### src/hw/cmo_pkg.sv
// Shared cache geometry, address field types, operation enum and request structs
// Address field helpers for set and tag extraction
package cmo_pkg;

    // Cache geometry
    localparam int CMO_OFFSET_WIDTH = 4;
    localparam int CMO_SETS         = 16;
    localparam int CMO_SET_WIDTH    = 4;
    localparam int CMO_WAYS         = 4;
    localparam int CMO_TAG_WIDTH    = 8;
    localparam int CMO_ADDR_WIDTH   = CMO_OFFSET_WIDTH + CMO_SET_WIDTH + CMO_TAG_WIDTH;
    localparam int CMO_DATA_WIDTH   = 32;

    typedef logic [CMO_ADDR_WIDTH-1:0] cmo_addr_t;
    typedef logic [CMO_SET_WIDTH-1:0]  cmo_set_t;
    typedef logic [CMO_TAG_WIDTH-1:0]  cmo_tag_t;
    typedef logic [CMO_WAYS-1:0]       cmo_way_vec_t;
    typedef logic [CMO_DATA_WIDTH-1:0] cmo_data_t;

    typedef enum logic [1:0] {
        CMO_FENCE,
        CMO_INVAL_NLINE,
        CMO_INVAL_SET,
        CMO_INVAL_ALL
    } cmo_op_e;

    // Way mask for invalidate-by-set sits in the low bits of wdata
    typedef struct packed {
        cmo_op_e   op;
        cmo_addr_t addr;
        cmo_data_t wdata;
    } cmo_req_t;

    typedef struct packed {
        cmo_set_t     set;
        cmo_way_vec_t way;
        cmo_tag_t     tag;
    } dir_fill_t;

    typedef struct packed {
        cmo_addr_t addr;
        cmo_data_t data;
    } wbuf_wr_t;

    // Set index is the low part of the line number
    function automatic cmo_set_t cmo_addr_set(cmo_addr_t addr);
        return addr[CMO_OFFSET_WIDTH +: CMO_SET_WIDTH];
    endfunction

    function automatic cmo_tag_t cmo_addr_tag(cmo_addr_t addr);
        return addr[CMO_OFFSET_WIDTH + CMO_SET_WIDTH +: CMO_TAG_WIDTH];
    endfunction

endpackage

### src/hw/cmo_handler.sv
// Cache-management operation handler FSM
// Fence drain, line, set and full-cache invalidation sequencing
module cmo_handler (
    input  logic                  clk_i,
    input  logic                  rst_ni,

    // Request port
    input  logic                  req_valid_i,
    input  cmo_pkg::cmo_req_t     req_i,
    input  logic                  mem_inval_i,
    output logic                  req_ready_o,
    output logic                  req_wait_o,

    // Quiet levels
    input  logic                  wbuf_empty_i,
    input  logic                  mshr_empty_i,
    input  logic                  rtab_empty_i,
    input  logic                  ctrl_empty_i,

    output logic                  wbuf_flush_all_o,

    // Directory check and invalidate
    output logic                  dir_check_o,
    output cmo_pkg::cmo_set_t     dir_check_set_o,
    output cmo_pkg::cmo_tag_t     dir_check_tag_o,
    input  cmo_pkg::cmo_way_vec_t dir_check_hit_i,
    output logic                  dir_inval_o,
    output cmo_pkg::cmo_set_t     dir_inval_set_o,
    output cmo_pkg::cmo_way_vec_t dir_inval_way_o,
    input  logic                  dir_busy_i
);

    typedef enum logic [2:0] {
        IDLE,
        FENCE_WAIT,
        INVAL_WAIT,
        CHECK_NLINE,
        INVAL_SET
    } state_e;

    state_e                state_q, state_d;
    cmo_pkg::cmo_op_e      op_q, op_d;
    cmo_pkg::cmo_addr_t    addr_q, addr_d;
    cmo_pkg::cmo_way_vec_t way_q, way_d;
    cmo_pkg::cmo_set_t     set_cnt_q, set_cnt_d;
    logic                  mem_inval_q, mem_inval_d;
    logic                  quiet;
    state_e                inval_start;

    // Invalidations other than memory ones need the whole cache quiet
    assign quiet = mshr_empty_i && rtab_empty_i && ctrl_empty_i;

    // First working state of a non-memory invalidation
    assign inval_start = (op_d == cmo_pkg::CMO_INVAL_NLINE) ? CHECK_NLINE : INVAL_SET;

    assign req_ready_o     = (state_q == IDLE);
    assign dir_check_set_o = cmo_pkg::cmo_addr_set(addr_q);
    assign dir_check_tag_o = cmo_pkg::cmo_addr_tag(addr_q);

    always_comb begin
        state_d          = state_q;
        op_d             = op_q;
        addr_d           = addr_q;
        way_d            = way_q;
        set_cnt_d        = set_cnt_q;
        mem_inval_d      = mem_inval_q;

        req_wait_o       = 1'b0;
        wbuf_flush_all_o = 1'b0;
        dir_check_o      = 1'b0;
        dir_inval_o      = 1'b0;
        dir_inval_set_o  = cmo_pkg::cmo_addr_set(addr_q);
        dir_inval_way_o  = '0;

        case (state_q)
            IDLE: begin
                if (req_valid_i) begin
                    op_d        = req_i.op;
                    addr_d      = req_i.addr;
                    way_d       = req_i.wdata[cmo_pkg::CMO_WAYS-1:0];
                    set_cnt_d   = '0;
                    mem_inval_d = mem_inval_i;
                    if (mem_inval_i) begin
                        // Memory side always names a single line
                        op_d    = cmo_pkg::CMO_INVAL_NLINE;
                        state_d = CHECK_NLINE;
                    end else if (req_i.op == cmo_pkg::CMO_FENCE) begin
                        wbuf_flush_all_o = rtab_empty_i;
                        if (!rtab_empty_i || !wbuf_empty_i) begin
                            state_d = FENCE_WAIT;
                        end
                    end else if (quiet) begin
                        state_d = inval_start;
                    end else begin
                        state_d = INVAL_WAIT;
                    end
                end
            end

            FENCE_WAIT: begin
                req_wait_o       = 1'b1;
                wbuf_flush_all_o = rtab_empty_i;
                if (wbuf_empty_i && rtab_empty_i) begin
                    state_d = IDLE;
                end
            end

            INVAL_WAIT: begin
                req_wait_o = 1'b1;
                if (quiet) begin
                    state_d = inval_start;
                end
            end

            CHECK_NLINE: begin
                // A refill may be writing the directory, so hold off
                if (!(mem_inval_q && dir_busy_i)) begin
                    dir_check_o = 1'b1;
                    state_d     = INVAL_SET;
                end
            end

            INVAL_SET: begin
                case (op_q)
                    cmo_pkg::CMO_INVAL_NLINE: begin
                        dir_inval_o     = |dir_check_hit_i;
                        dir_inval_way_o = dir_check_hit_i;
                        state_d         = IDLE;
                    end
                    cmo_pkg::CMO_INVAL_SET: begin
                        dir_inval_o     = 1'b1;
                        dir_inval_way_o = way_q;
                        state_d         = IDLE;
                    end
                    cmo_pkg::CMO_INVAL_ALL: begin
                        // Sweep one set per cycle
                        dir_inval_o     = 1'b1;
                        dir_inval_way_o = '1;
                        dir_inval_set_o = set_cnt_q;
                        set_cnt_d       = set_cnt_q + 1'b1;
                        if (set_cnt_q == cmo_pkg::cmo_set_t'(cmo_pkg::CMO_SETS - 1)) begin
                            state_d = IDLE;
                        end
                    end
                    default: begin
                        state_d = IDLE;
                    end
                endcase
            end

            default: begin
                state_d = IDLE;
            end
        endcase
    end

    always_ff @(posedge clk_i or negedge rst_ni) begin
        if (!rst_ni) begin
            state_q <= IDLE;
        end else begin
            state_q <= state_d;
        end
    end

    always_ff @(posedge clk_i) begin
        op_q        <= op_d;
        addr_q      <= addr_d;
        way_q       <= way_d;
        set_cnt_q   <= set_cnt_d;
        mem_inval_q <= mem_inval_d;
    end

endmodule

### src/hw/cache_dir.sv
// Tag and valid directory of the set-associative cache
// Refill, lookup, check and invalidate ports around one shared tag compare
module cache_dir (
    input  logic                  clk_i,
    input  logic                  rst_ni,

    // Refill
    input  logic                  fill_valid_i,
    input  cmo_pkg::dir_fill_t    fill_i,
    output logic                  busy_o,

    // Lookup for observation
    input  logic                  lookup_valid_i,
    input  cmo_pkg::cmo_addr_t    lookup_addr_i,
    output cmo_pkg::cmo_way_vec_t lookup_hit_o,

    // Check from the handler
    input  logic                  check_i,
    input  cmo_pkg::cmo_set_t     check_set_i,
    input  cmo_pkg::cmo_tag_t     check_tag_i,
    output cmo_pkg::cmo_way_vec_t check_hit_way_o,

    // Invalidate
    input  logic                  inval_i,
    input  cmo_pkg::cmo_set_t     inval_set_i,
    input  cmo_pkg::cmo_way_vec_t inval_way_i
);

    logic [cmo_pkg::CMO_WAYS-1:0]  valid_q [cmo_pkg::CMO_SETS];
    cmo_pkg::cmo_tag_t             tag_q   [cmo_pkg::CMO_SETS][cmo_pkg::CMO_WAYS];

    cmo_pkg::cmo_set_t     cmp_set;
    cmo_pkg::cmo_tag_t     cmp_tag;
    cmo_pkg::cmo_way_vec_t cmp_hit;
    cmo_pkg::cmo_way_vec_t lookup_hit_q;
    cmo_pkg::cmo_way_vec_t check_hit_q;

    assign busy_o = fill_valid_i;

    // Check wins the comparator over lookup
    assign cmp_set = check_i ? check_set_i : cmo_pkg::cmo_addr_set(lookup_addr_i);
    assign cmp_tag = check_i ? check_tag_i : cmo_pkg::cmo_addr_tag(lookup_addr_i);

    always_comb begin
        for (int w = 0; w < cmo_pkg::CMO_WAYS; w++) begin
            cmp_hit[w] = valid_q[cmp_set][w] && (tag_q[cmp_set][w] == cmp_tag);
        end
    end

    assign lookup_hit_o    = lookup_hit_q;
    assign check_hit_way_o = check_hit_q;

    always_ff @(posedge clk_i or negedge rst_ni) begin
        if (!rst_ni) begin
            lookup_hit_q <= '0;
            check_hit_q  <= '0;
        end else begin
            if (check_i) begin
                check_hit_q <= cmp_hit;
            end else if (lookup_valid_i) begin
                lookup_hit_q <= cmp_hit;
            end
        end
    end

    // Valid bits; a fill lands after the invalidation so it survives a clash
    always_ff @(posedge clk_i or negedge rst_ni) begin
        if (!rst_ni) begin
            for (int s = 0; s < cmo_pkg::CMO_SETS; s++) begin
                valid_q[s] <= '0;
            end
        end else begin
            if (inval_i) begin
                valid_q[inval_set_i] <= valid_q[inval_set_i] & ~inval_way_i;
            end
            if (fill_valid_i) begin
                for (int w = 0; w < cmo_pkg::CMO_WAYS; w++) begin
                    if (fill_i.way[w]) begin
                        valid_q[fill_i.set][w] <= 1'b1;
                    end
                end
            end
        end
    end

    // Tag array
    always_ff @(posedge clk_i) begin
        if (fill_valid_i) begin
            for (int w = 0; w < cmo_pkg::CMO_WAYS; w++) begin
                if (fill_i.way[w]) begin
                    tag_q[fill_i.set][w] <= fill_i.tag;
                end
            end
        end
    end

endmodule

### src/hw/wbuf.sv
// Coalescing write buffer with flush-all and a valid/ready memory write port
module wbuf #(
    parameter int DEPTH = 4
) (
    input  logic                clk_i,
    input  logic                rst_ni,

    input  logic                wr_valid_i,
    input  cmo_pkg::wbuf_wr_t   wr_i,
    output logic                wr_ready_o,

    input  logic                flush_all_i,
    output logic                empty_o,

    output logic                mem_valid_o,
    output cmo_pkg::wbuf_wr_t   mem_wr_o,
    input  logic                mem_ready_i
);

    localparam int PTR_W = (DEPTH > 1) ? $clog2(DEPTH) : 1;
    localparam int CNT_W = $clog2(DEPTH + 1);

    cmo_pkg::wbuf_wr_t mem_q [DEPTH];

    logic [PTR_W-1:0] head_q, tail_q, last_ptr;
    logic [CNT_W-1:0] count_q;
    logic             full, hold_q;
    logic             push, pop, merge;

    assign full       = (count_q == CNT_W'(DEPTH));
    assign empty_o    = (count_q == '0);
    assign wr_ready_o = !full;
    assign last_ptr   = (tail_q == '0) ? PTR_W'(DEPTH - 1) : tail_q - 1'b1;

    // Head goes out once something newer sits behind it, or on flush/full
    assign mem_valid_o = !empty_o && (flush_all_i || full || count_q > 1 || hold_q);
    assign mem_wr_o    = mem_q[head_q];

    // No merging into an entry that is already on the memory port
    assign merge = !empty_o && (mem_q[last_ptr].addr == wr_i.addr)
                   && !(count_q == 1 && mem_valid_o);
    assign push  = wr_valid_i && wr_ready_o && !merge;
    assign pop   = mem_valid_o && mem_ready_i;

    always_ff @(posedge clk_i or negedge rst_ni) begin
        if (!rst_ni) begin
            head_q  <= '0;
            tail_q  <= '0;
            count_q <= '0;
            hold_q  <= 1'b0;
        end else begin
            if (push) begin
                tail_q <= (tail_q == PTR_W'(DEPTH - 1)) ? '0 : tail_q + 1'b1;
            end
            if (pop) begin
                head_q <= (head_q == PTR_W'(DEPTH - 1)) ? '0 : head_q + 1'b1;
            end
            count_q <= count_q + CNT_W'(push) - CNT_W'(pop);
            // Keep offering a stalled head
            hold_q  <= mem_valid_o && !mem_ready_i;
        end
    end

    always_ff @(posedge clk_i) begin
        if (push) begin
            mem_q[tail_q] <= wr_i;
        end else if (wr_valid_i && wr_ready_o && merge) begin
            mem_q[last_ptr].data <= wr_i.data;
        end
    end

endmodule

### src/hw/cmo_top.sv
// Cache-management subsystem top: handler, tag directory and write buffer
module cmo_top #(
    parameter int WBUF_DEPTH = 4
) (
    input  logic                  clk_i,
    input  logic                  rst_ni,

    // Management requests
    input  logic                  req_valid_i,
    input  cmo_pkg::cmo_req_t     req_i,
    input  logic                  mem_inval_i,
    output logic                  req_ready_o,
    output logic                  req_wait_o,

    // Quiet levels from the rest of the cache
    input  logic                  mshr_empty_i,
    input  logic                  rtab_empty_i,
    input  logic                  ctrl_empty_i,

    // Directory refill and lookup
    input  logic                  fill_valid_i,
    input  cmo_pkg::dir_fill_t    fill_i,
    input  logic                  lookup_valid_i,
    input  cmo_pkg::cmo_addr_t    lookup_addr_i,
    output cmo_pkg::cmo_way_vec_t lookup_hit_o,

    // Core writes and memory side
    input  logic                  wr_valid_i,
    input  cmo_pkg::wbuf_wr_t     wr_i,
    output logic                  wr_ready_o,
    output logic                  mem_valid_o,
    output cmo_pkg::wbuf_wr_t     mem_wr_o,
    input  logic                  mem_ready_i
);

    logic                  wbuf_empty, wbuf_flush_all;
    logic                  dir_check, dir_inval, dir_busy;
    cmo_pkg::cmo_set_t     dir_check_set, dir_inval_set;
    cmo_pkg::cmo_tag_t     dir_check_tag;
    cmo_pkg::cmo_way_vec_t dir_check_hit, dir_inval_way;

    cmo_handler u_handler (
        .clk_i           (clk_i),
        .rst_ni          (rst_ni),
        .req_valid_i     (req_valid_i),
        .req_i           (req_i),
        .mem_inval_i     (mem_inval_i),
        .req_ready_o     (req_ready_o),
        .req_wait_o      (req_wait_o),
        .wbuf_empty_i    (wbuf_empty),
        .mshr_empty_i    (mshr_empty_i),
        .rtab_empty_i    (rtab_empty_i),
        .ctrl_empty_i    (ctrl_empty_i),
        .wbuf_flush_all_o(wbuf_flush_all),
        .dir_check_o     (dir_check),
        .dir_check_set_o (dir_check_set),
        .dir_check_tag_o (dir_check_tag),
        .dir_check_hit_i (dir_check_hit),
        .dir_inval_o     (dir_inval),
        .dir_inval_set_o (dir_inval_set),
        .dir_inval_way_o (dir_inval_way),
        .dir_busy_i      (dir_busy)
    );

    cache_dir u_dir (
        .clk_i          (clk_i),
        .rst_ni         (rst_ni),
        .fill_valid_i   (fill_valid_i),
        .fill_i         (fill_i),
        .busy_o         (dir_busy),
        .lookup_valid_i (lookup_valid_i),
        .lookup_addr_i  (lookup_addr_i),
        .lookup_hit_o   (lookup_hit_o),
        .check_i        (dir_check),
        .check_set_i    (dir_check_set),
        .check_tag_i    (dir_check_tag),
        .check_hit_way_o(dir_check_hit),
        .inval_i        (dir_inval),
        .inval_set_i    (dir_inval_set),
        .inval_way_i    (dir_inval_way)
    );

    wbuf #(
        .DEPTH(WBUF_DEPTH)
    ) u_wbuf (
        .clk_i      (clk_i),
        .rst_ni     (rst_ni),
        .wr_valid_i (wr_valid_i),
        .wr_i       (wr_i),
        .wr_ready_o (wr_ready_o),
        .flush_all_i(wbuf_flush_all),
        .empty_o    (wbuf_empty),
        .mem_valid_o(mem_valid_o),
        .mem_wr_o   (mem_wr_o),
        .mem_ready_i(mem_ready_i)
    );

endmodule

### config.mk
export PLATFORM = sky130hd
export DESIGN_NAME = cmo_top
export DESIGN_NICKNAME = d
export VERILOG_FILES = /design/src/hw/cmo_pkg.sv /design/src/hw/cmo_handler.sv /design/src/hw/cache_dir.sv /design/src/hw/wbuf.sv /design/src/hw/cmo_top.sv
export SDC_FILE = /design/constraint.sdc
export NUM_CORES = 1
export LEC_CHECK = 0
export BUFFER_PORTS_ARGS = -buffer_cell sky130_fd_sc_hd__buf_4
export CAP_MARGIN = 10
export CORE_AREA = 2 2 360 362
export DETAILED_ROUTE_END_ITERATION = 6
export DIE_AREA = 0 0 362 364
export PLACE_DENSITY = 0.53
export REMOVE_ABC_BUFFERS = 1
export SLEW_MARGIN = 20
export SYNTH_ARGS = -nofsm -noshare
export SYNTH_HDL_FRONTEND = slang
export SYNTH_SLANG_ARGS = --single-unit
### constraint.sdc
create_clock -name clk_i -period 7.82 [get_ports clk_i]
set_input_delay 1.173 -clock clk_i [delete_from_list [all_inputs] [get_ports clk_i]]
set_output_delay 1.173 -clock clk_i [all_outputs]
set_load 0.05 [all_outputs]
==> metrics.txt, run 1 <==
Fin Hold WS 0.477 ns; Die Ht approximately 360 µm; post-detail-place hpwl 78.7 mm; CP required ~8.4 ns; core area about 130000 µm²; fraction of registers with async set/reset 10.2%; Die Area approximately 130000 µm²; crit-path max FO 34; nets@finish between 2k and 3k; R2R depth 11; n_diodes 0; Layout area overhead 16.6%; TritonCTS Sinks 810; Via density around 5.5; FILL cells ~12k; Synth top cells by count 725 x edfxtp_1, 238 x nand2_1, 137 x mux2i_1; final core utilization about 33%; final setup vio count 0; htree depth 3; RR Endpoint u_dir.lookup_hit_o[1]$_DFFE_PN0P_; crit path launch u_handler.state_q[0]$_DFFE_PN0P_; crit path capture type register; DR DRC count 0; Crit Path Category register to register; post-cts hold buffer count 0; Reg clk slew, reported paths ~0.060 ns; Synth Register Bits between 800 and 900; internal reg-to-reg setup slack 2.86 ns; Fmax achieved ~200 MHz; Reg area ~24000 µm²; biggest area consumer among synthesized cells edfxtp_1; largest net degree at the start of global routing 65; Unique masters post-synth 93; Post-DRT Antenna Nets 0; Tmin final 4.96 ns; drt first pass iters 6; Placer Congestion between 0.8 and 0.9; Gate Count Post-Synth 2636; Worst EP arrival about 5.5 ns; number of global-route vias before repair 24.2k; worst-skew pair later-pin latency slightly below 0.7 ns; routed wire length per instance 27.2 µm; Reg-to-Reg Start u_handler.state_q[0]$_DFFE_PN0P_; antenna violations before repair 5; Post-synth EDFFs a little over 700; area fraction of the dominant cell type after synthesis about three fifths; cell chosen for the clock root clkbuf_16; post_cts resized 0; row count approximately 130; global-route wire length before repair between 150 and 200 mm; VDD IR max 0.216 mV; Vias ~25k; Leak about 14 nW; cts bufs inserted 86; worst slew pin tran 1.19 ns; WL final about 120 mm; outcome complete, no violations; total gr overflow 0; Hold Crit Class input pin to async pin; PwrDens approximately 320 nW/µm²; Synth Flop Type edfxtp_1; CTS Buffer Depth 3; Tcrit/Tclk final 63.4%; post-route clock skew around 0.034 ns; # IOs 197; Yosys Warn Count 0; synthesized cell area between 30000 and 40000 µm²; Setup Buffers After CTS 0; MaxCap Viol Count 0; Starting Density ~29%; RSZ-0062 raised after global routing no; I/O Buffers 160; Multi-input gate area 12200 µm²; synthesized area per cell 14.0 µm²; sequential fraction of the synthesis area ~65%; end of the critical path u_dir.lookup_hit_o[1]$_DFFE_PN0P_; Pins Over Slew Limit 0; Chip Width 362 µm; final hold violation count 0; Slew Limit Headroom around a fifth; Worst setup SP type register; CTS tree done; most frequent cell after synthesis edfxtp_1; fraction of layout cells with a size suffix above 1 approximately a fifth; top cells by area, synth edfxtp_1 59%, mux4_2 6.1%, dfrtp_1 5.6%; Total GRT Usage 18.3%; 1st-iter DRT viols 2903
-- routing by layer --
layer  track usage [%]  vias to the layer above  wire [µm]
li1                  -                    10692          -
met1              24.7                    12748      50900
met2              28.7                     1266      55700
met3              4.86                      235      12400
met4              5.97                        6       4050
met5                 0                        -         41
-- stage by stage --
step           area [µm²]  cells  setup WS (ns)  setup TNS (ns)  total power [mW]
2_1_floorplan       36000   2453         -0.282           -1.96              7.89
3_3_place_gp        40100   4375           2.45               0              9.43
3_5_place_dp        40100   4375           2.45               0              9.45
4_1_cts             42900   4532           2.84               0              13.7
5_1_grt             42900   4532           2.58               0              14.1
6_report            42900   4532           2.86               0              13.6
-- state kept, by name (all words and copies together) (netlist names), 2 cells and up --
signal and count:
u_handler.addr_q 12, u_wbuf.mem_q 192, u_dir.tag_q 512, u_handler.op_q 2, u_dir.valid_q 64, u_dir.lookup_hit_o 4
u_handler.set_cnt_q 4, u_wbuf.tail_q 2, u_handler.state_q 3, u_handler.way_q 4, u_dir.check_hit_way_o 4, u_wbuf.count_q 3
u_wbuf.head_q 2
-- placed cells by master (no fill, tap or decap), types with 18 or more instances in the layout --
cell	count
a21oi_1	81
o21ai_1	25
nor2_1	111
o22ai_1	49
mux2i_1	132
nand2_1	234
clkbuf_16	90
nand3_1	56
mux4_2	99
o21ai_0	92
a31oi_1	21
and3_1	71
a311oi_1	52
nand2b_1	112
nor3_1	26
buf_4	246
nor4_1	20
a211oi_1	118
edfxtp_1	725
xnor2_1	47
inv_1	18
dfrtp_1	81
-- report_power, final --
part	total (mW)	internal (mW)	switching (mW)
sequential	5.21	5.05	0.168
clock	4.22	2.46	1.77
combinational	4.15	1.39	2.76
-- kinds of logic (layout without fill, tap and decap cells) --
group	count (synthesis)	count (layout)	share of synthesized area, %
xor gates and xnor gates	58	58	1.38
buffers and inverters	204	425	2.49
DFF	810	810	64.9
adders and majority gates	8	8	0.292
and+or+nand+nor	719	719	9.69
AOI/OAI and AO/OA	588	588	11.1
muxes	249	249	10.2
-- how the worst min path moves through the flow --
stage,slack (ns),cells after the start,start,end
2_1_floorplan,0.46,2,u_dir.check_hit_way_o[0]$_DFFE_PN0P_,u_dir.check_hit_way_o[0]$_DFFE_PN0P_
3_3_place_gp,0.47,2,u_dir.lookup_hit_o[0]$_DFFE_PN0P_,u_dir.lookup_hit_o[0]$_DFFE_PN0P_
3_5_place_dp,0.48,2,u_dir.lookup_hit_o[0]$_DFFE_PN0P_,u_dir.lookup_hit_o[0]$_DFFE_PN0P_
4_1_cts,0.45,1,rst_ni,u_wbuf.hold_q$_DFF_PN0_
5_1_grt,0.46,1,rst_ni,u_wbuf.hold_q$_DFF_PN0_
6_report,0.48,1,rst_ni,u_wbuf.hold_q$_DFF_PN0_
-- cell type report --
class                   instances  area share (%)
repair buffers                247            4.35
well taps                    1675            4.88
multi-input cells            1622            28.3
clock inverters                49            1.18
flip-flops and latches        810            55.6
clock buffers                 108            5.47
inverters                      21           0.184
-- critical path, cell delays in order, from the launching register on --
cell and delay, ns:
dfrtp_1 0.63, and3b_4 0.73, buf_4 0.50, a21oi_1 0.25, o211ai_1 0.63, buf_4 0.29
o22ai_1 0.10, nor4_1 0.57, xor2_1 0.13, a2111oi_0 0.46, nand4_1 0.22, o31ai_1 0.27
(Power assumes the default switching activity.)
==> run 2: changes to the inputs <==
Settings changed: ABC_AREA set to 1, CORE_AREA 2 2 360 362 to 2 2 349 351, DIE_AREA 0 0 362 364 to 0 0 351 353.
Clock period 7.82 ns to 5.1 ns, I/O delays scaled along.
==> metrics.txt, run 2 <==
outcome complete, no violations; Worst EP arrival 4.55 ns; Synth Register Bits 810; worst slew pin tran approximately 1.1 ns; total gr overflow 0; Fin Hold WS slightly below 0.1 ns; Total GRT Usage 16.5%; Die Area between 100000 and 150000 µm²; post-detail-place hpwl 62.2 mm; Worst path slowest cell inv_1; crit-path max FO 21; placed cell areas between 30000 and 40000 µm²; Die Ht roughly 350 µm; Reg-to-Reg Start u_wbuf.tail_q[0]$_DFFE_PN0N_; CP required ~5.7 ns; final hold violation count 0; Worst setup SP type register; R2R depth 18; most common cell after layout, fill and taps aside nand2_1; post-cts hold buffer count 0; CTS tree done; Unique masters post-synth 40; Post-DRT Antenna Nets 0; row count about 130; fin area a little over 40000 µm²; htree depth 3; Comb pwr share between 30% and 40%; Crit Path Category register to register; Tmin final 3.97 ns; nets@finish ~3.5k; sw frac between 30% and 40%; worst-skew pair later-pin latency 0.68 ns; post_cts resized 0; top cells by area, synth edfxtp_1 63%, nand2_1 9.2%, nand3_1 7.8%; DR DRC count 0; PwrDens approximately 530 nW/µm²; Placed Cells about 4.9k; internal reg-to-reg setup slack about 1.1 ns; max reg flops 512; area fraction of the dominant cell type after synthesis around 63%; Tcrit/Tclk final 77.8%; Vias between 20k and 25k; Starting Density 28.7%; CP peak stage delay 0.61 ns; # IOs between 150 and 200; VDD IR max 0.425 mV; clock power share approximately 30%; CTS Buffer Depth 3; Pins Over Slew Limit 0; biggest area consumer among synthesized cells edfxtp_1; Leak between 10 and 15 nW; Reg clk slew, reported paths approximately 0.06 ns; Net Switching approximately 8 mW; internal cell power ~14 mW; Via density 4.89; synthesized cell area roughly 35000 µm²; RSZ-0062 raised after global routing no; final setup vio count 0; largest net degree at the start of global routing just over 90; final setup TNS 0 ns; core area approximately 120000 µm²; commonest non-fill, non-tap cells in the layout 846 x nand2_1, 725 x edfxtp_1, 538 x nand3_1; drt first pass iters 7; Hold Crit Class input pin to async pin; RR Endpoint u_wbuf.count_q[1]$_DFF_PN0_; Largest regs u_dir.tag_q (512), u_wbuf.mem_q (192), u_dir.valid_q (64); cell chosen for the clock root clkbuf_16; critical-path cell list inv_1, ha_1, buf_4, inv_1, nand3_1, nand2_1, xor2_1, nand2_1, nor3_1, nand2_1, nor2_1, nand2_1, nand2_1, inv_1, ha_1, inv_1, fa_1, inv_1; crit path capture type register; routed wire length per instance about 21 µm; global-route wire length before repair around 150 mm; sequential fraction of the synthesis area 68.9%; sequential share of power between 30% and 40%; Post-synth EDFFs roughly 730; Setup Buffers After CTS 0; number of global-route vias before repair between 20k and 25k; post-route worst setup slack 1.13 ns; final core utilization about a third; cts bufs inserted 89; Fmax achieved between 200 and 300 MHz; post-route clock skew roughly 0.040 ns; 1st-iter DRT viols about 2.2k; Chip Width about 350 µm; I/O Buffers 160; Slew Limit Headroom a little under a quarter; Yosys Warn Count 0; FILL cells approximately 12k; synthesized area per cell 10.8 µm²; Synth top cells by count 847 x nand2_1, 725 x edfxtp_1, 538 x nand3_1; pre-CTS setup slack around 0.7 ns; fraction of layout cells with a size suffix above 1 between 10 and 15%; WL final roughly 100 mm; Largest Register u_dir.tag_q; Placer Congestion 0.937; Synth Flop Type edfxtp_1; Gate Count Post-Synth between 3k and 4k; TritonCTS Sinks between 800 and 900; antenna violations before repair 7; total power around 22 mW; MaxCap Viol Count 0; fraction of registers with async set/reset between 10 and 15%; Layout Cells excl Fill 5042; Layout area overhead 17.7%; most frequent cell after synthesis nand2_1
[run 2: cell families (layout without fill, tap and decap cells)]
family	Yosys count	in the layout	synth area share, %
compound gates	423	423	6.62
xor+xnor	12	12	0.303
fa+ha+maj	8	8	0.310
buf+inv	292	506	3.62
flops	810	810	68.9
other cells	0	2	0
simple gates	1656	1656	20.2
[run 2: worst max-delay path, delay by kind of cell, from the launching register on]
| family | cells | cell delay, ns |
|---|---|---|
| buffers and inverters | 6 | 1.16 |
| adder cells (fa/ha/maj) | 3 | 0.91 |
| XOR/XNOR | 1 | 0.15 |
| AND/OR/NAND/NOR | 8 | 1.27 |
| flip-flops | 1 | 0.41 |
[run 2: area by class of cell]
| cell class | count | area [µm²] | area share [%] |
|---|---|---|---|
| Sequential cell | 810 | 23900 | 58.5 |
| Multi-Input combinational cell | 2099 | 9610 | 23.5 |
| Clock buffer | 113 | 2460 | 6.02 |
| Tap cell | 1625 | 2030 | 4.98 |
| Timing Repair Buffer | 212 | 1790 | 4.39 |
| Clock inverter | 54 | 558 | 1.37 |
| Inverter | 127 | 477 | 1.17 |
| Antenna cell | 2 | 5.00 | 0.0123 |
[run 2: worst max path at each step]
stage	startpoint	to	slack, ns	cells after the start
CTS	u_wbuf.tail_q[0]$_DFFE_PN0N_	u_wbuf.count_q[1]$_DFF_PN0_	1.06	18
detailed placement	fill_valid_i	u_dir.lookup_hit_o[2]$_DFFE_PN0P_	0.71	18
floorplan	fill_valid_i	u_dir.check_hit_way_o[2]$_DFFE_PN0P_	-1.67	16
global route	u_wbuf.tail_q[0]$_DFFE_PN0N_	u_wbuf.count_q[1]$_DFF_PN0_	0.63	18
global placement	fill_valid_i	u_dir.lookup_hit_o[2]$_DFFE_PN0P_	0.70	18
finish	u_wbuf.tail_q[0]$_DFFE_PN0N_	u_wbuf.count_q[1]$_DFF_PN0_	1.13	18
[run 2: metal layers]
layer  GRT usage, %  vias to the layer above  share of wire, %
met5              0                        -             0.079
met3           4.44                      186               8.5
met4           5.61                       12               3.2
met2           25.5                      861                45
li1               -                    11573                 -
met1           22.4                    12048                43
[run 2: power by group through the flow]
stage	Sequential (mW)	Clock, mW	Combinational [mW]
2_1_floorplan	8.17	0	4.56
3_3_place_gp	8.12	0	7.19
3_5_place_dp	8.13	0	7.21
4_1_cts	7.99	6.71	7.24
5_1_grt	8.05	6.97	7.85
6_report	8.00	6.57	7.15
